`config.mk`:
```
export PLATFORM = sky130hd
export DESIGN_NAME = tag_store
export DESIGN_NICKNAME = d
export VERILOG_FILES = /design/src/common/icache_pkg.sv /design/src/cache_arrays/tag_store.sv
export SDC_FILE = /design/constraint.sdc
export NUM_CORES = 2
export LEC_CHECK = 0
export BUFFER_PORTS_ARGS = -buffer_cell sky130_fd_sc_hd__buf_2
export CAP_MARGIN = 20
export CORE_ASPECT_RATIO = 1.5
export CORE_UTILIZATION = 40
export DETAILED_ROUTE_END_ITERATION = 16
export SLEW_MARGIN = 0
export SYNTH_ARGS = -nofsm -noshare
export SYNTH_HDL_FRONTEND = slang
export SYNTH_SLANG_ARGS = --single-unit
```
`constraint.sdc`:
```
create_clock -name clk_i -period 2.7 [get_ports clk_i]
set_input_delay 0.135 -clock clk_i [delete_from_list [all_inputs] [get_ports clk_i]]
set_output_delay 0.135 -clock clk_i [all_outputs]
set_load 0.01 [all_outputs]
```
`src/common/icache_pkg.sv`:
```
// Geometry, width types, bus structs and controller states of the instruction cache
// All cache modules refer to these by scoped name
`default_nettype none

package icache_pkg;

  // ==============================
  // Geometry
  // ==============================
  localparam int ADDR_W  = 32;
  localparam int WORD_W  = 32;
  localparam int LINE_W  = 128;
  localparam int NUM_WAY = 4;
  localparam int NUM_SET = 16;

  // Derived field widths of a byte address
  localparam int WORD_SEL_W = $clog2(LINE_W / WORD_W);
  localparam int IDX_W      = $clog2(NUM_SET);
  localparam int BYTE_OFF_W = $clog2(LINE_W / 8);
  localparam int TAG_W      = ADDR_W - IDX_W - BYTE_OFF_W;
  // Tree PLRU keeps one bit per inner node
  localparam int NODE_W     = NUM_WAY - 1;

  // ==============================
  // Vector types
  // ==============================
  typedef logic [ADDR_W-1:0]     addr_t;
  typedef logic [WORD_W-1:0]     word_t;
  typedef logic [LINE_W-1:0]     line_t;
  typedef logic [TAG_W-1:0]      tag_t;
  typedef logic [IDX_W-1:0]      idx_t;
  typedef logic [WORD_SEL_W-1:0] word_sel_t;
  // One bit per way, one-hot for hit, victim and fill
  typedef logic [NUM_WAY-1:0]    way_vec_t;
  typedef logic [NODE_W-1:0]     plru_node_t;

  // ==============================
  // Bus structs
  // ==============================
  typedef struct packed {
    addr_t addr;
  } cpu_req_t;

  typedef struct packed {
    word_t data;
    logic  miss;   // Access needed a refill
  } cpu_rsp_t;

  // Line address, offset bits always zero
  typedef struct packed {
    addr_t line_addr;
  } mem_req_t;

  // Controller states, sweep first so reset lands in it
  typedef enum logic [2:0] {
    SWEEP,
    IDLE,
    LOOKUP,
    REFILL,
    REFILL_END,
    RESPOND
  } ctrl_state_e;

endpackage

`default_nettype wire
```
`src/cache_arrays/tag_store.sv`:
```
// Per-way tag and valid arrays with one-cycle read and hit compare
`timescale 1ns/1ps
`default_nettype none

module tag_store (
  input  logic                 clk_i,
  input  logic                 rst_ni,
  input  icache_pkg::idx_t     idx_i,
  input  icache_pkg::tag_t     lookup_tag_i,
  input  logic                 fill_en_i,
  input  icache_pkg::way_vec_t fill_way_i,
  input  logic                 clear_en_i,
  output icache_pkg::way_vec_t hit_way_o,
  output icache_pkg::way_vec_t valid_way_o
);

  icache_pkg::tag_t     tag_mem   [icache_pkg::NUM_WAY][icache_pkg::NUM_SET];
  icache_pkg::way_vec_t valid_mem [icache_pkg::NUM_SET];
  icache_pkg::tag_t     tag_q     [icache_pkg::NUM_WAY];
  icache_pkg::way_vec_t valid_q;

  // Tag write on fill, registered read of every way
  always_ff @(posedge clk_i) begin
    for (int w = 0; w < icache_pkg::NUM_WAY; w++) begin
      if (fill_en_i && fill_way_i[w]) begin
        tag_mem[w][idx_i] <= lookup_tag_i;
      end
      tag_q[w] <= tag_mem[w][idx_i];
    end
  end

  // Clear drops the whole set, fill marks one way
  always_ff @(posedge clk_i) begin
    if (clear_en_i) begin
      valid_mem[idx_i] <= '0;
    end else if (fill_en_i) begin
      valid_mem[idx_i] <= valid_mem[idx_i] | fill_way_i;
    end
  end

  always_ff @(posedge clk_i) begin
    if (!rst_ni) begin
      valid_q <= '0;
    end else begin
      valid_q <= valid_mem[idx_i];
    end
  end

  // Hit compare against the held request tag
  always_comb begin
    for (int w = 0; w < icache_pkg::NUM_WAY; w++) begin
      hit_way_o[w] = valid_q[w] && (tag_q[w] == lookup_tag_i);
    end
  end

  assign valid_way_o = valid_q;

endmodule

`default_nettype wire

```
==> impl_results.md <==
- Vias in the first global route: 30251
- Met1 usage: 0.251
- Synth area leaders: edfxtp_1 76%, mux4_2 17%, dfxtp_1 3.1%
- Power Total: 53.6 mW
- Worst Setup Start Kind: flop
- CTS Buf Count: 144
- CTS sink count: 1700
- Fmax: 382 MHz
- Die area: 0.161 mm2
- I/O pins: 44
- Final setup vio count: 0
- Share of cells above drive strength 1: 0.341
- Final ANT Viol Nets: 0
- Setup ws final: 0.0813 ns
- Post-Place Worst Slack: -0.283 ns
- Clock Latency Late Sink: 0.77 ns
- Core Box Area: 0.157 mm2
- Final #Nets: 2932
- Grt total ovfl: 0
- Slowest cell on the critical path: nor4_2
- Area Overhead vs Synth: 16.3%
- Prevailing post-synth register cell: edfxtp_1
- Mapped Nets: 2641
- Met2 Usage GRT: 0.336
- Bufs on Longest Clock Path: 3
- Synth Area per Inst: 24.4 um2
- CTS H-tree depth: 4
- Routed len/inst: 30.2 um
- Placed Area: 0.0687 mm2
- Reg2Reg Depth: 4
- Detailed Route WL: 154 mm
- Fillers: 12759
- Initial antenna violation count: 4
- Initial drt markers: 2744
- Worst-path maximum fanout: 1
- Via count: 28577
- Root buffer cell: clkbuf_16
- Post-synth EDFFs: 1600
- PwrDens: 725 mW/mm2
- Leak Pwr: 23.0 nW
- Vias per std cell: 5.62
- Pin count of the biggest net entering global routing: 85
- Sequential area share after synthesis: 0.787
- Ys async rst share: 0
- M3 GR Usage: 0.0248
- Yosys top cell area share: 0.756
- TritonCTS clock tree: built
- Worst hold slack: 0.0540 ns
- Final instance area: 0.0739 mm2
- Slew HR: 0.242
- GRT Util Overall: 0.193
- I/O Buffers: 43
- Synthesized flop and latch total: 1700
- Mapped cell area: 0.0636 mm2
- MaxCap Viol Count: 0
- Status: finished, final reports clean
- Cell taking the most area after synthesis: edfxtp_1
- Final Instance Count excl. Fillers: 5086
- CP arrival: 2.48 ns
- First-pass GRT wire length: 219 mm
- Slew Viols, Final: 0
- Die X-Extent: 328 um
- Final Core Density: 0.470
- CP Class: flop to output pin
- Clk_skew: 0.0239 ns
- Die H: 490 um
- Hold path depth: 1
- Fin. Hold Viols: 0
- Ys Warns: 0
- Remaining DRCs: 0
- Synth Instances: 2605
- Largest stage delay, worst path: 0.40 ns
- Routability cong.: 0.771
- Crit. End Element: output pin
- Drt first pass iters: 5
- Initial Utilization: 0.404
- Worst vdd ir: 0.000581 V
- Worst path cell trace: xor2_1 > nor4_2 > nand3_1 > nor4_4 > buf_4 > buf_2
- Setup TNS: 0 ns
- Post-DP HPWL: 83.7 mm
- GRT busiest layer: met2
- Row cnt: 178
- Worst Path Required: 2.57 ns
- Worst Hold Class: input pin to flop
- Period utilisation layout: 0.970
- Clk slew on worst S/H paths: 0.07 ns
- Least-Margin Pin Slew: 1.14 ns
- RSZ-0062 raised after global routing: no
- Placed cells: 4792
- Distinct cell type count after synthesis: 26
- Fin crit period: 2.62 ns
[worst max-delay path: cells and delay by family (launching register included)]
kind | cells | cell delay (ns)
simple gates | 3 | 0.96
flops | 1 | 0.31
buf+inv | 2 | 0.29
xor+xnor | 1 | 0.16
[per-layer routing]
| layer | share of wire | wire, um |
|---|---|---|
| met1 | 0.40 | 61000 |
| met2 | 0.53 | 80900 |
| met3 | 0.050 | 7660 |
| met4 | 0.026 | 3970 |
| met5 | 0 | 0 |
[worst paths after layout]
kind / from / endpoint / slack [ns]
worst max register to register: valid_mem[13][1] / valid_mem[7][1] / 0.52
worst min-delay path: lookup_tag_i[19] / tag_mem[2][139] / 0.05
worst min register to register: tag_mem[3][72] / tag_q[3][0] / 0.75
worst max-delay path: tag_q[2][23] / hit_way_o[2] / 0.08
[logic make-up after synthesis]
group / count (synthesis) / share of synthesized area
flops: 1700 / 0.787
mux: 504 / 0.175
simple gates: 158 / 0.0112
buf+inv: 127 / 0.0105
xor+xnor: 96 / 0.0132
compound gates: 20 / 0.00236
[cell type report]
cell class	count	area, um2	area share
Sequential cell	1700	50000	0.677
Multi-Input combinational cell	778	13400	0.182
Clock buffer	182	3980	0.0539
Timing Repair Buffer	267	2960	0.0400
Tap cell	2070	2590	0.0350
Clock inverter	81	858	0.0116
Inverter	5	18.8	0.000254
Antenna cell	3	7.51	0.000102
[synth_stat cells (2+ instances only)]
library cell / n
edfxtp_1: 1600
mux4_2: 488
dfxtp_1: 100
nor2_1: 84
xor2_1: 60
clkbuf_1: 46
xnor2_1: 36
buf_2: 29
buf_4: 27
nand2_1: 17
mux2i_1: 16
nor4_1: 16
nand3_1: 14
buf_1: 13
nor2b_1: 10
nand4_1: 9
a22oi_1: 8
buf_6: 7
inv_1: 5
a211oi_1: 4
a221oi_1: 4
nor3_1: 4
o22ai_1: 4
nand2b_1: 2
[placed cells by master, fill, tap and decap left out, types with 5 or more instances in the layout]
cell and count:
nor2_4 63, clkinvlp_4 12, nand4_1 9, nand3_1 13, inv_1 5, dlygate4sd3_1 27
clkinv_4 6, nor4_2 6, edfxtp_1 1600, mux2i_1 16, nor4_1 7, mux4_2 488
clkinv_1 21, clkbuf_8 11, buf_2 38, buf_4 120, dfxtp_1 99, nor2_1 20
clkbuf_16 150, bufinv_16 16, xor2_1 59, clkinv_2 21, nor2b_1 10, a22oi_1 8
buf_12 76, xnor2_1 35, clkbuf_1 21, nand2_1 17
[repair_timing]
action,CTS,global route
setup endpoints to repair,2,4
buffers inserted,0,0
hold endpoints to repair,331,0
gates resized for setup,14,5
hold buffers,28,0
pin swaps,4,4
gates cloned,0,0
[power breakdown]
part / switching, mW / internal, mW
sequential: 0.186 / 29.3
combinational: 1.62 / 1.23
clock: 9.27 / 12.0
[sequential cells by signal, summed over array words and instances, names as in the netlist]
register	cells
tag_q	96
valid_mem	64
tag_mem	1536
valid_way_o	4
Power figures use the tool's default switching activity.
