`src/common/icache_pkg.sv`:
```
// Geometry, width types, bus structs and controller states of the instruction cache
// All cache modules refer to these by scoped name
`default_nettype none

package icache_pkg;

  // ==============================
  // Geometry
  // ==============================
  localparam int ADDR_W  = 32;
  localparam int WORD_W  = 32;
  localparam int LINE_W  = 128;
  localparam int NUM_WAY = 4;
  localparam int NUM_SET = 16;

  // Derived field widths of a byte address
  localparam int WORD_SEL_W = $clog2(LINE_W / WORD_W);
  localparam int IDX_W      = $clog2(NUM_SET);
  localparam int BYTE_OFF_W = $clog2(LINE_W / 8);
  localparam int TAG_W      = ADDR_W - IDX_W - BYTE_OFF_W;
  // Tree PLRU keeps one bit per inner node
  localparam int NODE_W     = NUM_WAY - 1;

  // ==============================
  // Vector types
  // ==============================
  typedef logic [ADDR_W-1:0]     addr_t;
  typedef logic [WORD_W-1:0]     word_t;
  typedef logic [LINE_W-1:0]     line_t;
  typedef logic [TAG_W-1:0]      tag_t;
  typedef logic [IDX_W-1:0]      idx_t;
  typedef logic [WORD_SEL_W-1:0] word_sel_t;
  // One bit per way, one-hot for hit, victim and fill
  typedef logic [NUM_WAY-1:0]    way_vec_t;
  typedef logic [NODE_W-1:0]     plru_node_t;

  // ==============================
  // Bus structs
  // ==============================
  typedef struct packed {
    addr_t addr;
  } cpu_req_t;

  typedef struct packed {
    word_t data;
    logic  miss;   // Access needed a refill
  } cpu_rsp_t;

  // Line address, offset bits always zero
  typedef struct packed {
    addr_t line_addr;
  } mem_req_t;

  // Controller states, sweep first so reset lands in it
  typedef enum logic [2:0] {
    SWEEP,
    IDLE,
    LOOKUP,
    REFILL,
    REFILL_END,
    RESPOND
  } ctrl_state_e;

endpackage

`default_nettype wire
```
`src/hdl/flush_counter.sv`:
```
// Set index counter for the invalidate sweep, steps one set per enabled cycle
`timescale 1ns/1ps
`default_nettype none

module flush_counter (
  input  logic             clk_i,
  input  logic             rst_ni,
  input  logic             count_en_i,
  output icache_pkg::idx_t count_o,
  output logic             last_o
);

  icache_pkg::idx_t count_q;

  // Wraps to set 0 so the next sweep starts clean
  always_ff @(posedge clk_i) begin
    if (!rst_ni) begin
      count_q <= '0;
    end else if (count_en_i) begin
      if (last_o) begin
        count_q <= '0;
      end else begin
        count_q <= count_q + 1'b1;
      end
    end
  end

  assign count_o = count_q;
  // Final set of the sweep
  assign last_o  = (count_q == icache_pkg::idx_t'(icache_pkg::NUM_SET - 1));

endmodule

`default_nettype wire

```
`config.mk`:
```
export PLATFORM = sky130hd
export DESIGN_NAME = flush_counter
export DESIGN_NICKNAME = d
export VERILOG_FILES = /design/src/common/icache_pkg.sv /design/src/hdl/flush_counter.sv
export SDC_FILE = /design/constraint.sdc
export NUM_CORES = 1
export LEC_CHECK = 0
export ABC_CLOCK_PERIOD_IN_PS = 3000
export CORE_AREA = 2 2 39 41
export DETAILED_ROUTE_END_ITERATION = 6
export DIE_AREA = 0 0 41 43
export DONT_BUFFER_PORTS = 1
export HOLD_SLACK_MARGIN = 0.1
export PLACE_DENSITY = 0.31
export SLEW_MARGIN = 20
export SYNTH_ARGS = -nofsm -noshare
export SYNTH_HDL_FRONTEND = slang
export SYNTH_SLANG_ARGS = --single-unit
```
`constraint.sdc`:
```
create_clock -name clk_i -period 3 [get_ports clk_i]
set_input_delay 0.45 -clock clk_i [delete_from_list [all_inputs] [get_ports clk_i]]
set_output_delay 0.45 -clock clk_i [all_outputs]
set_load 0.005 [all_outputs]
```
==> results.json, run 1 <==
{
  "clock-sinks": 4,
  "wirelength_um": 385,
  "worst_pin_slew_ns": 0.214,
  "setup_tns_ns": 0,
  "crit_type": "register to output pin",
  "layout-drive-gt1-share_pct": 12.5,
  "dieArea_um2": 1760,
  "fill_cells": 156,
  "slew_headroom_pct": 85.7,
  "synth_fp_nets": 25,
  "core_area_um2": 1380,
  "rr_endpoint": "count_o[0]",
  "crit_start": "count_o[0]",
  "hp-start": "rst_ni",
  "die-width_um": 41,
  "end_kind": "output pin",
  "cts_resized": 0,
  "syn_area_um2": 189,
  "ys_seq_area_share_pct": 42.4,
  "cp_slowest_cell": "dfxtp_1",
  "worstPathMaxFanout": 6,
  "grt_pass1_vias": 170,
  "grt_start_max_net_pins": 7,
  "cap_violations": 0,
  "viasPerCell": 3.68,
  "rsz0062_at_grt": "false",
  "wire_per_inst_um": 9.63,
  "ctsHtreeMaxLevel": 1,
  "avgSynthCellArea_um2": 9.00,
  "status": "complete, no violations",
  "area_delta_synth_final_pct": 22.5,
  "grt_pass1_wl_um": 552,
  "rows": 14,
  "powerDensity_nw_per_um2": 557,
  "grt_overflow": 0,
  "final_cells": 40,
  "initial_core_util_pct": 13.7,
  "syn_inst": 21,
  "cts_made_buffers": 3,
  "reg2regPathDepth": 4,
  "fin_hold_ws_ns": 0.342,
  "max_freq_ghz": 0.651,
  "share_comb_of_total_power_pct": 5.4,
  "ant_nets": 0,
  "portBuffers": 0,
  "finalCritPeriodShare_pct": 51.2,
  "cts-hold-fix-buffers": 0,
  "clk_pin_slew_ns": 0.04,
  "skew_ns": 0.00252,
  "peakVddDrop_uv": 78.5,
  "critical_path_arrival_ns": 1.09,
  "slowest_delay_ns": 0.42,
  "met1Wirelength_um": 125,
  "die-height_um": 43,
  "gp_congestion": 0.488,
  "top_layer": "met3",
  "ys_types": 13,
  "worstSetupPathDepth": 2,
  "critPathBufInv": 0,
  "p_total_w": 0.000129,
  "hold_path.class": "input pin to register",
  "wl_met3_um": 67,
  "regToRegSetupSlack_ns": 1.79,
  "fin_nets": 30,
  "p_leak_nw": 0.0884,
  "vias": 147,
  "largest_reg_flops": 4,
  "ys_seq_elements": 4,
  "drtIter0Drc": 1,
  "cts_buffer_depth": 2,
  "power_frac_seq_pct": 45.8,
  "clkPwrFrac_pct": 48.8,
  "ios": 8,
  "first_pass_iters": 2,
  "final_util_pct": 16.7,
  "diodes": 0,
  "cts_tree": "yes",
  "cts_root_buf": "clkbuf_4",
  "hpwlAfterDp_um": 320,
  "p_switching_w": 0.0000244,
  "antenna_found_initial": 0,
  "p_sw_share_pct": 18.9,
  "place_inst": 37,
  "intPower_w": 0.000105,
  "wl_met2_um": 191,
  "final.min_clock_period_ns": 1.54,
  "cts_setup_buffers": 0,
  "crit_end": "last_o",
  "drc": 0,
  "reg2reg_from": "count_o[0]",
  "track_usage_pct": 5.51,
  "cp.required_ns": 2.55,
  "yosysWarnings": 0,
  "maxSlewViolCount": 0,
  "clock_latency_ns": 0.23,
  "setup_viol": 0,
  "cp-start-kind": "register",
  "path_cells": "ha_1 -> and3_1",
  "final_hold_viol_count": 0,
  "crit_family": "flip-flops"
}
metrics by stage:
stage                     instance area [um2]  setup slack [ns]
after global placement                    209              1.71
after global routing                      231              1.38
after CTS                                 231              1.45
after detailed placement                  209              1.71
after floorplan                           189              1.79
final                                     231              1.46
layout by cell type (no fill, tap or decap):
cell,n
a21oi_1,1
and3_1,1
nor2b_1,1
clkbuf_4,3
or3_1,1
nand2b_1,2
nand2_1,3
o21ai_0,2
dfxtp_1,4
ha_1,1
a21boi_1,1
mux2i_1,1
xnor2_1,1
and2_1,2
area by class of cell:
class | instances | area (um2) | area share [%]
Tap cell | 16 | 20.0 | 8.65
Clock buffer | 3 | 22.5 | 9.73
Sequential cell | 4 | 80.1 | 34.6
Multi-Input combinational cell | 17 | 109 | 47.0
worst register-to-register path, stage by stage, from the launching register on:
cell and delay [ns]:
dfxtp_1 0.42, ha_1 0.23, and3_1 0.21, o21ai_0 0.09
and2_1 0.15
worst min path at each step:
stage          slack [ns]  cells past startpoint         end
2_1_floorplan        0.48                      2  count_o[3]
3_3_place_gp         0.52                      2  count_o[3]
3_5_place_dp         0.52                      2  count_o[3]
4_1_cts              0.33                      1  count_o[2]
5_1_grt              0.34                      1  count_o[0]
6_report             0.34                      1  count_o[2]
logic make-up after synthesis:
family	after synthesis	synth area share [%]
flops	4	42.4
simple gates	10	29.1
compound gates	4	11.9
fa+ha+maj	1	6.62
xor+xnor	1	4.64
mux	1	5.30
routing by layer:
| layer | vias up | track usage (%) |
|---|---|---|
| met4 | 0 | 10.0 |
| met3 | 0 | 3.14 |
| met5 | - | 0 |
| li1 | 77 | - |
| met2 | 6 | 7.19 |
| met1 | 64 | 3.51 |
power by group through the flow:
stage	Combinational [W]	Clock, W	Sequential (W)
after floorplan	0.00000584	0	0.0000591
after global placement	0.00000665	0	0.0000597
after detailed placement	0.00000680	0	0.0000598
after CTS	0.00000702	0.0000672	0.0000590
after global routing	0.00000762	0.0000697	0.0000592
final	0.00000694	0.0000630	0.0000590
Yosys cell counts:
library cell  instances  area, um2
or3_1                 1       6.26
mux2i_1               1       10.0
a21boi_1              1       7.51
nand2b_1              2       12.5
nand2_1               3       11.3
dfxtp_1               4       80.1
ha_1                  1       12.5
xnor2_1               1       8.76
o21ai_0               2       10.0
and2_1                2       12.5
nor2b_1               1       6.26
a21oi_1               1       5.00
and3_1                1       6.26
(Power assumes the default switching activity.)
==> run 2, diff against run 1 <==
--- a/config.mk
+++ b/config.mk
@@ -5,7 +5,7 @@
 export SDC_FILE = /design/constraint.sdc
 export NUM_CORES = 1
 export LEC_CHECK = 0
-export ABC_CLOCK_PERIOD_IN_PS = 3000
+export ABC_CLOCK_PERIOD_IN_PS = 1400
 export CORE_AREA = 2 2 39 41
 export DETAILED_ROUTE_END_ITERATION = 6
 export DIE_AREA = 0 0 41 43
==> constraint.sdc (replaced) <==
create_clock -name clk_i -period 1.4 [get_ports clk_i]
set_input_delay 0.21 -clock clk_i [delete_from_list [all_inputs] [get_ports clk_i]]
set_output_delay 0.21 -clock clk_i [all_outputs]
set_load 0.005 [all_outputs]
==> run 2 against run 1 <==
Clock power is 120% higher. Global-route usage is 1.2 points higher. Sequential power rose by 110%. First-iteration DRC count down 100%. Routed wire length rose by 8.1%. Sequential cell count unchanged. Critical path depth unchanged.
==> results.json, run 2 (synthesized netlist as in run 1, its figures left out) <==
{
  "setup_slack_ns": 0.216,
  "clk_pin_slew_ns": 0.04,
  "hold_depth": 1,
  "finalCritPeriodShare_pct": 84.6,
  "layout-drive-gt1-share_pct": 18.5,
  "track_usage_pct": 6.71,
  "rr_endpoint": "count_o[0]",
  "skew_ns": 0.00105,
  "cts-hold-fix-buffers": 1,
  "powerDensity_nw_per_um2": 1130,
  "area_delta_synth_final_pct": 35.8,
  "portBuffers": 0,
  "cts_buffer_depth": 2,
  "ios": 8,
  "setup_tns_ns": 0,
  "max_freq_ghz": 0.844,
  "die-width_um": 41,
  "critPathBufInv": 0,
  "final_cell_mix": "dfxtp_1 (4), nand2_1 (3), clkbuf_4 (3)",
  "intPower_w": 0.000231,
  "reg2reg_from": "count_o[0]",
  "p_leak_nw": 0.103,
  "status": "complete, no violations",
  "core_area_um2": 1380,
  "cts_made_buffers": 3,
  "cp.required_ns": 1.19,
  "hp-start": "rst_ni",
  "dp_slack_ns": 0.314,
  "ctsHtreeMaxLevel": 1,
  "peakVddDrop_uv": 136,
  "final_common_cell": "dfxtp_1",
  "clock-sinks": 4,
  "p_total_w": 0.000290,
  "fin_nets": 33,
  "ant_nets": 0,
  "p_sw_share_pct": 20.3,
  "grt_pass1_vias": 181,
  "power_frac_seq_pct": 42.2,
  "cts_resized": 0,
  "hpwlAfterDp_um": 319,
  "rsz0062_at_grt": "false",
  "wirelength_um": 416,
  "grt_start_max_net_pins": 6,
  "clock_latency_ns": 0.23,
  "cts_tree": "yes",
  "cp_slowest_cell": "dfxtp_1",
  "viasPerCell": 4.19,
  "hold_path.class": "input pin to register",
  "largest_reg_flops": 4,
  "dieArea_um2": 1760,
  "crit_family": "flip-flops",
  "final_hold_viol_count": 0,
  "drc": 0,
  "cap_violations": 0,
  "wire_per_inst_um": 9.67,
  "setup_viol": 0,
  "cts_setup_buffers": 0,
  "hold_path_end": "count_o[1]",
  "end_kind": "output pin",
  "rows": 14,
  "slowest_delay_ns": 0.31,
  "diodes": 0,
  "drtIter0Drc": 0,
  "initial_core_util_pct": 13.7,
  "reg2regPathDepth": 4,
  "fin_hold_ws_ns": 0.119,
  "grt_pass1_wl_um": 655,
  "share_comb_of_total_power_pct": 9.5,
  "path_cells": "ha_1 -> and3_1",
  "gp_congestion": 0.467,
  "vias": 180,
  "worst_pin_slew_ns": 0.184,
  "crit_type": "register to output pin",
  "cts_root_buf": "clkbuf_4",
  "worstPathMaxFanout": 3,
  "maxSlewViolCount": 0,
  "die-height_um": 43,
  "first_pass_iters": 1,
  "final.min_clock_period_ns": 1.18,
  "clkPwrFrac_pct": 48.3,
  "grt_overflow": 0,
  "critical_path_arrival_ns": 0.97,
  "slew_headroom_pct": 87.7,
  "p_switching_w": 0.0000589,
  "cp-start-kind": "register",
  "antenna_found_initial": 0,
  "regToRegSetupSlack_ns": 0.30
}
## run 2: cell count changes in the layout (fill, tap and decap cells not counted), sizes merged
cell,previous run,this run
buf,0,2
dlygate4sd3,0,1
## run 2: cell type report
| type | instances | area, um2 |
|---|---|---|
| tap | 16 | 20.0 |
| fill | 157 | 1130 |
| timing repair buffer | 3 | 25.0 |
| clock buffer | 3 | 22.5 |
| multi-input combinational | 17 | 109 |
| sequential | 4 | 80.1 |
## run 2: worst max path at each step
| stage | start | endpoint | slack [ns] | depth (start not counted) |
|---|---|---|---|---|
| 6_report | count_o[0] | last_o | 0.22 | 2 |
| 5_1_grt | count_o[0] | last_o | 0.17 | 2 |
| 4_1_cts | count_o[0] | last_o | 0.21 | 2 |
| 3_5_place_dp | count_o[0] | count_o[0] | 0.31 | 4 |
| 3_3_place_gp | count_o[0] | count_o[0] | 0.30 | 4 |
| 2_1_floorplan | count_o[0] | count_o[0] | 0.31 | 4 |
## run 2: metal layers
metal	wire (um)	track usage, %	vias to the layer above
met2	182	7.81	12
met1	135	5.11	78
met3	67	4.19	4
met4	29	12.0	0
li1	-	-	86
met5	0	0	-
## run 2: through the flow
step / utilization [%] / cells / cell area, um2
global route: 18.5 / 43 / 256
global placement: 16.2 / 39 / 224
finish: 18.5 / 43 / 256
CTS: 18.5 / 43 / 256
detailed placement: 16.2 / 39 / 224
floorplan: - / 21 / 189
## run 2: power groups by stage
stage	Sequential (W)	Clock (W)	Combinational [W]
4_1_cts	0.000122	0.000150	0.0000279
3_5_place_dp	0.000124	0	0.0000251
3_3_place_gp	0.000124	0	0.0000248
5_1_grt	0.000122	0.000160	0.0000317
2_1_floorplan	0.000127	0	0.0000125
6_report	0.000122	0.000140	0.0000275
