## src/common/icache_pkg.sv

```systemverilog
// Geometry, width types, bus structs and controller states of the instruction cache
// All cache modules refer to these by scoped name
`default_nettype none

package icache_pkg;

  // ==============================
  // Geometry
  // ==============================
  localparam int ADDR_W  = 32;
  localparam int WORD_W  = 32;
  localparam int LINE_W  = 128;
  localparam int NUM_WAY = 4;
  localparam int NUM_SET = 16;

  // Derived field widths of a byte address
  localparam int WORD_SEL_W = $clog2(LINE_W / WORD_W);
  localparam int IDX_W      = $clog2(NUM_SET);
  localparam int BYTE_OFF_W = $clog2(LINE_W / 8);
  localparam int TAG_W      = ADDR_W - IDX_W - BYTE_OFF_W;
  // Tree PLRU keeps one bit per inner node
  localparam int NODE_W     = NUM_WAY - 1;

  // ==============================
  // Vector types
  // ==============================
  typedef logic [ADDR_W-1:0]     addr_t;
  typedef logic [WORD_W-1:0]     word_t;
  typedef logic [LINE_W-1:0]     line_t;
  typedef logic [TAG_W-1:0]      tag_t;
  typedef logic [IDX_W-1:0]      idx_t;
  typedef logic [WORD_SEL_W-1:0] word_sel_t;
  // One bit per way, one-hot for hit, victim and fill
  typedef logic [NUM_WAY-1:0]    way_vec_t;
  typedef logic [NODE_W-1:0]     plru_node_t;

  // ==============================
  // Bus structs
  // ==============================
  typedef struct packed {
    addr_t addr;
  } cpu_req_t;

  typedef struct packed {
    word_t data;
    logic  miss;   // Access needed a refill
  } cpu_rsp_t;

  // Line address, offset bits always zero
  typedef struct packed {
    addr_t line_addr;
  } mem_req_t;

  // Controller states, sweep first so reset lands in it
  typedef enum logic [2:0] {
    SWEEP,
    IDLE,
    LOOKUP,
    REFILL,
    REFILL_END,
    RESPOND
  } ctrl_state_e;

endpackage

`default_nettype wire
```

## src/cache_arrays/plru_tree.sv

```systemverilog
// Tree pseudo-LRU bits per set, victim choice and update on hit or fill
`timescale 1ns/1ps
`default_nettype none

module plru_tree (
  input  logic                 clk_i,
  input  logic                 rst_ni,
  input  icache_pkg::idx_t     idx_i,
  input  icache_pkg::way_vec_t valid_way_i,
  input  logic                 clear_en_i,
  input  logic                 touch_en_i,
  input  icache_pkg::way_vec_t touch_way_i,
  output icache_pkg::way_vec_t victim_way_o
);

  icache_pkg::plru_node_t node_mem [icache_pkg::NUM_SET];
  icache_pkg::plru_node_t node_q;

  // Heap order: node 0 is the root, children of n are 2n+1 and 2n+2
  // A node bit of 0 points at the lower half
  function automatic icache_pkg::way_vec_t tree_victim(input icache_pkg::plru_node_t node);
    int n;
    icache_pkg::way_vec_t way;
    n = 0;
    for (int l = 0; l < $clog2(icache_pkg::NUM_WAY); l++) begin
      n = 2 * n + 1 + int'(node[n]);
    end
    way = '0;
    way[n - icache_pkg::NODE_W] = 1'b1;
    return way;
  endfunction

  // Every bit on the path is turned away from the touched way
  function automatic icache_pkg::plru_node_t tree_touch(input icache_pkg::plru_node_t node,
                                                        input icache_pkg::way_vec_t   way);
    int n;
    int w;
    logic b;
    icache_pkg::plru_node_t nxt;
    w = 0;
    for (int i = 0; i < icache_pkg::NUM_WAY; i++) begin
      if (way[i]) begin
        w = i;
      end
    end
    nxt = node;
    n = 0;
    for (int l = $clog2(icache_pkg::NUM_WAY) - 1; l >= 0; l--) begin
      b = w[l];
      nxt[n] = ~b;
      n = 2 * n + 1 + int'(b);
    end
    return nxt;
  endfunction

  // Touch uses the bits read last cycle for the same set
  always_ff @(posedge clk_i) begin
    if (clear_en_i) begin
      node_mem[idx_i] <= '0;
    end else if (touch_en_i) begin
      node_mem[idx_i] <= tree_touch(node_q, touch_way_i);
    end
  end

  always_ff @(posedge clk_i) begin
    if (!rst_ni) begin
      node_q <= '0;
    end else begin
      node_q <= node_mem[idx_i];
    end
  end

  // Lowest invalid way first, the tree only when the set is full
  always_comb begin
    victim_way_o = tree_victim(node_q);
    for (int w = icache_pkg::NUM_WAY - 1; w >= 0; w--) begin
      if (!valid_way_i[w]) begin
        victim_way_o = icache_pkg::way_vec_t'(1) << w;
      end
    end
  end

endmodule

`default_nettype wire

```

## config.mk

```make
export PLATFORM = sky130hd
export DESIGN_NAME = plru_tree
export DESIGN_NICKNAME = d
export VERILOG_FILES = /design/src/common/icache_pkg.sv /design/src/cache_arrays/plru_tree.sv
export SDC_FILE = /design/constraint.sdc
export NUM_CORES = 1
export LEC_CHECK = 0
export ABC_CLOCK_PERIOD_IN_PS = 4900
export BUFFER_PORTS_ARGS = -buffer_cell sky130_fd_sc_hd__buf_2
export CAP_MARGIN = 40
export CORE_MARGIN = 5
export CORE_UTILIZATION = 40
export CTS_CLUSTER_DIAMETER = 80
export CTS_CLUSTER_SIZE = 16
export DETAILED_ROUTE_END_ITERATION = 6
export PLACE_DENSITY = 0.66
export SYNTH_ARGS = -nofsm -noshare
export SYNTH_HDL_FRONTEND = slang
export SYNTH_SLANG_ARGS = --single-unit
```

## constraint.sdc

```tcl
create_clock -name clk_i -period 4.9 [get_ports clk_i]
set_input_delay 0.98 -clock clk_i [delete_from_list [all_inputs] [get_ports clk_i]]
set_output_delay 0.98 -clock clk_i [all_outputs]
set_load 0.01 [all_outputs]
```

==> flow_summary_export.csv, run 1 <==
group,metric,value,unit
cts,clock_sink_count,51,
timing,finalSetupTns,0,ns
timing,fmax,377.4,MHz
synth,syn_area_per_cell,15.95,um^2
die,initial_core_util,0.4163,
placement,portBuffers,18,
synth,yosysTopAreaCell,"edfxtp_1",
cts,cts_resized,0,
synth,synthesis.nets,151,
cts,post_cts_buffers,0,
cells_and_area,fin_util,0.4623,
synth,synth_area_leaders,"edfxtp_1 67%, mux4_2 6.3%, mux2i_1 3.7%",
synth,ys_warn_count,0,
cells_and_area,fill_cells,456,
drt,drt-wirelength-per-cell,17.78,um
power_and_ir_drop,peakVddDrop,0.0001897,V
status,status,"finished clean",
cts,cts-root-buf,"clkbuf_8",
cts,insertion_delay,0.30,ns
drt,ant_nets,0,
cts,htreeDepth,2,
worst_setup_path,cp.required,3.92,ns
min_path,hp-class,"flop to flop",
cts,postCtsHoldBufs,0,
placement,dp_cells,218,
worst_setup_path,worstSetupEndpointType,"primary output",
die,die_w,83.37,um
synth,ys.flop_type,"edfxtp_1",
flow_run,maxCapViolCount,0,
power_and_ir_drop,p_total,774.1,uW
die,row_count,26,
worst_setup_path,rr_worst_depth,3,
worst_setup_path,rrSetupSlack,3.63,ns
power_and_ir_drop,pwr_density_cell,323.7,nW/um^2
placement,gp_congestion,0.7825,
min_path,hold_depth,3,
global_route,grt_max_degree,21,
timing,slew_headroom,0.6635,
worst_setup_path,rr_startpoint,"node_mem[0][0]$_DFFE_PP_",
cells_and_area,final_cells,227,
worst_setup_path,startpoint_type,"primary input",
drt,drtPass1Iterations,4,
cts,clk_pin_slew,0.09,ns
synth,synth_top_area_frac,0.6694,
synth,syn_inst,135,
worst_setup_path,rr_endpoint,"node_q[0]$_SDFF_PN0_",
synth,synth.distinct_cells,28,
timing,finalCriticalPeriod,2.650,ns
global_route,first_global_vias,1238,
synth,synth.most_common_cell,"edfxtp_1",
global_route,grt_pass1_wl,6465,um
drt,vias,1224,
cells_and_area,diodes,0,
worst_setup_path,path_max_fanout,3,
cells_and_area,final_nets,172,
min_path,holdPathEnd,"node_q[2]$_SDFF_PN0_",
drt,avgViaCountPerCell,5.392,
power_and_ir_drop,p_leak,0.0007766,uW
die,ios,20,
synth,ys_seq_area_frac,0.6973,
global_route,grt_usage,0.1226,
synth,synth.cell_area,2153,um^2
drt,wirelength,4037,um
min_path,hp-start,"node_mem[0][2]$_DFFE_PP_",
global_route,antenna_found_initial,0,
timing,finClkSkew,0.007694,ns
cts,cts_made_buffers,5,
timing,rsz0062_at_grt,"false",
cells_and_area,area_delta_synth_final,11.04,%
timing,report.final.setup_viol,0,
placement,hpwlAfterDp,2838,um
global_route,grt-ovfl-total,0,
timing,worst_pin_slew,0.5010,ns
synth,netlist_top_cells_count,"48 x edfxtp_1, 18 x nor2_1, 10 x nand2_1",
die,die_h,83.37,um
synth,synth_seq_cells,51,
synth,synthArstFlopShare,0,
cells_and_area,register_area,1501,um^2
synth,synth-edff-count,48,
cells_and_area,multi_input_area,605.6,um^2
timing,period_share,0.5408,
cts,cts_max_path_buffers,2,
cts,tritoncts,"built",
cells_and_area,drive_above_1_share,0.2229,
drt,route.detailed.drc,0,
timing,maxSlewViolCount,0,
worst_setup_path,cp.arrival,1.67,ns
timing,finalHoldViolCount,0,
drt,first_iter_violations,119,
worst_setup_path,crit_type,"primary input to primary output",
die,die_area,6951,um^2
die,core_area,5172,um^2
-- state kept, by name, indices dropped and copies added (netlist names) --
register  cells
node_mem     48
node_q        3
-- report_power, final --
| group | internal, uW | switching, uW | leakage (uW) |
|---|---|---|---|
| Sequential | 484 | 3.38 | 0.000439 |
| Combinational | 22.9 | 35.3 | 0.000298 |
| Clock | 97.1 | 131 | 0.0000392 |
| Total | 604 | 170 | 0.000777 |
-- worst max-delay path by stage --
stage	startpoint	end	slack (ns)	depth (start not counted)
after global placement	valid_way_i[3]	victim_way_o[1]	2.33	6
after floorplan	valid_way_i[3]	victim_way_o[1]	2.44	4
after CTS	valid_way_i[3]	victim_way_o[2]	2.27	5
final	valid_way_i[3]	victim_way_o[1]	2.25	6
after global routing	valid_way_i[3]	victim_way_o[2]	2.21	5
after detailed placement	valid_way_i[3]	victim_way_o[2]	2.27	5
-- cells in the final DEF, fill, tap and decap left out, drive strengths merged, types with 4 or more instances in the layout --
cell,instances
edfxtp,48
buf,21
nor2,18
nand2,10
mux4,9
mux2i,8
nor3,6
clkbuf,5
o21ai,4
-- final cells by class --
class                   instances  share of cell area
flip-flops and latches         51              0.6279
clock inverters                 3            0.006279
clock buffers                   5             0.02878
multi-input cells              77              0.2533
well taps                      70             0.03663
repair buffers                 21             0.04710
-- layer usage --
layer,vias to the layer above,global-route usage,part of all wire
met1,598,0.1544,0.43
li1,568,-,-
met4,0,0.05944,0.028
met3,13,0.04158,0.054
met2,45,0.1888,0.49
met5,-,0,0
-- critical path: stages --
cell and delay [ns]:
buf_2 0.11, nand2_1 0.05, nor2_1 0.13, nand2_1 0.07, a21boi_0 0.18, buf_2 0.16
-- logic make-up (layout without fill, tap and decap cells) --
logic type      after synthesis  in the layout  share of synthesized area
mux                          18             18                     0.1418
simple gates                 45             45                    0.09588
flops                        51             51                     0.6973
compound gates               14             14                    0.04126
buf+inv                       7             29                    0.02382
-- through the flow --
stage / setup WS, ns / area, um^2 / hold slack (ns)
6_report: 2.250 / 2391 / 0.7039
5_1_grt: 2.211 / 2391 / 0.7357
4_1_cts: 2.271 / 2384 / 0.7045
3_5_place_dp: 2.272 / 2300 / 0.6841
3_3_place_gp: 2.333 / 2300 / 0.6855
2_1_floorplan: 2.444 / 2153 / 0.6023
(Power assumes the default switching activity.)
==> run 2, diff against run 1 <==
Settings changed: ABC_AREA set to 1, ABC_CLOCK_PERIOD_IN_PS 4900 to 2350, PLACE_DENSITY 0.66 to 0.68.
Clock period 4.9 ns to 2.35 ns, I/O delays scaled along.
==> run 2 against run 1 <==
Via count up 33%; cell count up 52%; flip-flop and latch count unchanged; routed wire length up 8.9%; first-iteration DRC count up 35%; sequential share of layout area down 4.9 points; area after synthesis up 11%; worst setup slack worse by 1.7 ns; register-to-register slack worse by 2.3 ns; combinational power rose to 2.7 times the previous value.
==> flow_summary_export.csv, run 2 <==
group,metric,value,unit
power_and_ir_drop,pwr_density_cell,629.7,nW/um^2
min_path,hp-class,"primary input to flop",
synth,synth_xor_area_frac,0,
worst_setup_path,startpoint_type,"flop",
timing,finalCriticalPeriod,1.848,ns
cts,htreeDepth,2,
cts,cts_made_buffers,5,
cells_and_area,largest_reg_flops,48,
synth,synth-edff-count,48,
drt,ant_nets,0,
global_route,grt_usage,0.1277,
worst_setup_path,crit_type,"flop to primary output",
cells_and_area,multi_input_area,724.4,um^2
min_path,hp-start,"rst_ni",
drt,route.detailed.drc,0,
synth,ys_seq_area_frac,0.6303,
die,die_h,87.18,um
synth,syn_inst,247,
synth,syn_area_per_cell,9.645,um^2
timing,report.final.setup_viol,0,
cts,cts-root-buf,"clkbuf_8",
power_and_ir_drop,p_int,1268,uW
synth,netlist_top_cells_count,"110 x nand2_1, 48 x edfxtp_1, 30 x nor2_1",
status,status,"finished clean",
synth,synthAdderAreaFrac,0,
power_and_ir_drop,switching_share,0.2231,
power_and_ir_drop,p_leak,0.001112,uW
cells_and_area,final_nets,285,
synth,synth_mux_area_frac,0,
cells_and_area,top_regs,"node_mem: 48 flops, node_q: 3 flops",
die,row_count,28,
worst_setup_path,path_max_fanout,3,
cts,cts_max_path_buffers,2,
synth,synth_seq_cells,51,
timing,fmax,541.2,MHz
worst_setup_path,rr_endpoint,"node_mem[6][1]$_DFFE_PP_",
power_and_ir_drop,p_total,1632,uW
cts,insertion_delay,0.30,ns
cells_and_area,largest_register,"node_mem",
cts,postCtsHoldBufs,0,
cts,clk_pin_slew,0.08,ns
cells_and_area,area_delta_synth_final,8.771,%
min_path,holdPathEnd,"node_q[0]$_SDFF_PN0_",
drt,wirelength,4395,um
placement,portBuffers,18,
cells_and_area,fin_util,0.4429,
flow_run,maxCapViolCount,0,
timing,maxSlewViolCount,0,
timing,period_share,0.7862,
global_route,grt_pass1_wl,7452,um
cts,cts_resized,0,
power_and_ir_drop,power.share.clock,0.282,
global_route,grt-ovfl-total,0,
timing,slew_headroom,0.7969,
cells_and_area,final_cells,345,
synth,ys_warn_count,0,
cells_and_area,final_common_cell,"nand2_1",
drt,avgViaCountPerCell,4.701,
min_path,hold_depth,3,
synth,synth_area_leaders,"edfxtp_1 61%, nand2_1 17%, nand2_2 4.7%",
die,initial_core_util,0.4072,
worst_setup_path,rr_startpoint,"node_q[1]$_SDFF_PN0_",
cells_and_area,fill_cells,561,
worst_setup_path,cp.required,1.88,ns
synth,synth_compound_area_frac,0.01471,
cts,clock_sink_count,51,
timing,finClkSkew,0.006131,ns
synth,synth_top_area_frac,0.6050,
global_route,antenna_found_initial,0,
global_route,first_global_vias,1648,
synth,synthArstFlopShare,0,
power_and_ir_drop,seqPwrFrac,0.623,
die,core_area,5851,um^2
worst_setup_path,rr_worst_depth,3,
drt,vias,1622,
cts,tritoncts,"built",
drt,drtPass1Iterations,4,
timing,finalHoldViolCount,0,
timing,finalSetupTns,0,ns
timing,rsz0062_at_grt,"false",
power_and_ir_drop,pwr-share-comb,0.095,
cells_and_area,drive_above_1_share,0.1852,
synth,synthSimpleGateAreaFrac,0.2894,
placement,gp_congestion,0.7764,
synth,synth.distinct_cells,21,
power_and_ir_drop,p_sw,364.0,uW
synth,ys.flop_type,"edfxtp_1",
global_route,grt_max_degree,27,
cells_and_area,diodes,0,
worst_setup_path,rrSetupSlack,1.34,ns
cts,post_cts_buffers,0,
synth,synth_top_family_by_area,"simple AND/OR/NAND/NOR gates",
drt,first_iter_violations,161,
power_and_ir_drop,peakVddDrop,0.0002103,V
timing,worst_pin_slew,0.3008,ns
drt,drt-wirelength-per-cell,12.74,um
worst_setup_path,cp.arrival,1.38,ns
die,ios,20,
timing,whs,0.4271,ns
cells_and_area,register_area,1501,um^2
die,die_w,87.18,um
synth,yosysTopAreaCell,"edfxtp_1",
worst_setup_path,worstSetupEndpointType,"primary output",
placement,hpwlAfterDp,3142,um
synth,synth.most_common_cell,"nand2_1",
cells_and_area,mostFrequentLayoutCells,"110 x nand2_1, 48 x edfxtp_1, 30 x nor2_1",
die,die_area,7599,um^2
synth,synth.cell_area,2382,um^2
synth,synthesis.nets,263,
placement,dp_cells,337,
-- run 2: changes by cell type after synthesis, moves of 4 or more --
cell     before  now
mux4_2        6    0
nand2_2       0   18
nor2_1       18   30
mux2i_1       8    0
nand2_1      10  110
inv_1         0   14
nor3_1        5    1
-- run 2: through the flow --
step | instance area [um^2] | setup WS, ns
after floorplan | 2382 | 0.6754
after global placement | 2510 | 0.5809
after detailed placement | 2510 | 0.5483
after CTS | 2591 | 0.4940
after global routing | 2591 | 0.4164
final | 2591 | 0.5024
-- run 2: layout make-up --
class | count | share of cell area
clock buffer | 7 | 0.02945
multi-input combinational | 173 | 0.2796
inverter | 16 | 0.02704
clock inverter | 1 | 0.001931
sequential | 51 | 0.5794
timing repair buffer | 22 | 0.04635
tap | 75 | 0.03621
-- run 2: worst max path at each step --
stage,from,end,slack [ns],cells past startpoint
floorplan,valid_way_i[3],victim_way_o[0],0.68,3
global placement,valid_way_i[3],victim_way_o[0],0.58,5
detailed placement,valid_way_i[3],victim_way_o[0],0.55,5
CTS,node_q[0]$_SDFF_PN0_,victim_way_o[0],0.49,3
global route,node_q[0]$_SDFF_PN0_,victim_way_o[0],0.42,3
finish,node_q[0]$_SDFF_PN0_,victim_way_o[0],0.50,3
-- run 2: cells by family (layout without fill, tap and decap cells) --
kind of cell	count (synthesis)	after routing
AOI/OAI and AO/OA	6	6
buffers and inverters	23	46
DFF	51	51
and+or+nand+nor	167	167
-- run 2: power groups by stage --
stage | combinational, uW | sequential, uW | clock (uW)
floorplan | 117 | 1040 | 0
global placement | 153 | 1040 | 0
detailed placement | 155 | 1040 | 0
CTS | 156 | 1020 | 475
global route | 178 | 1020 | 513
finish | 155 | 1020 | 461
-- run 2: routing by layer --
layer  share of wire  vias to the layer above  track usage  routed length [um]
met5               0                        -            0                   0
met4           0.018                        0      0.05021                  79
met3           0.059                        9      0.02744                 260
met2            0.49                       43       0.2222                2137
met1            0.44                      741       0.1538                1918
li1                -                      829            -                   -
-- run 2: worst max-delay path, cell delays in order (launching register included) --
cell	delay [ns]
dfxtp_1	0.32
or2_2	0.30
o41ai_1	0.27
buf_2	0.20
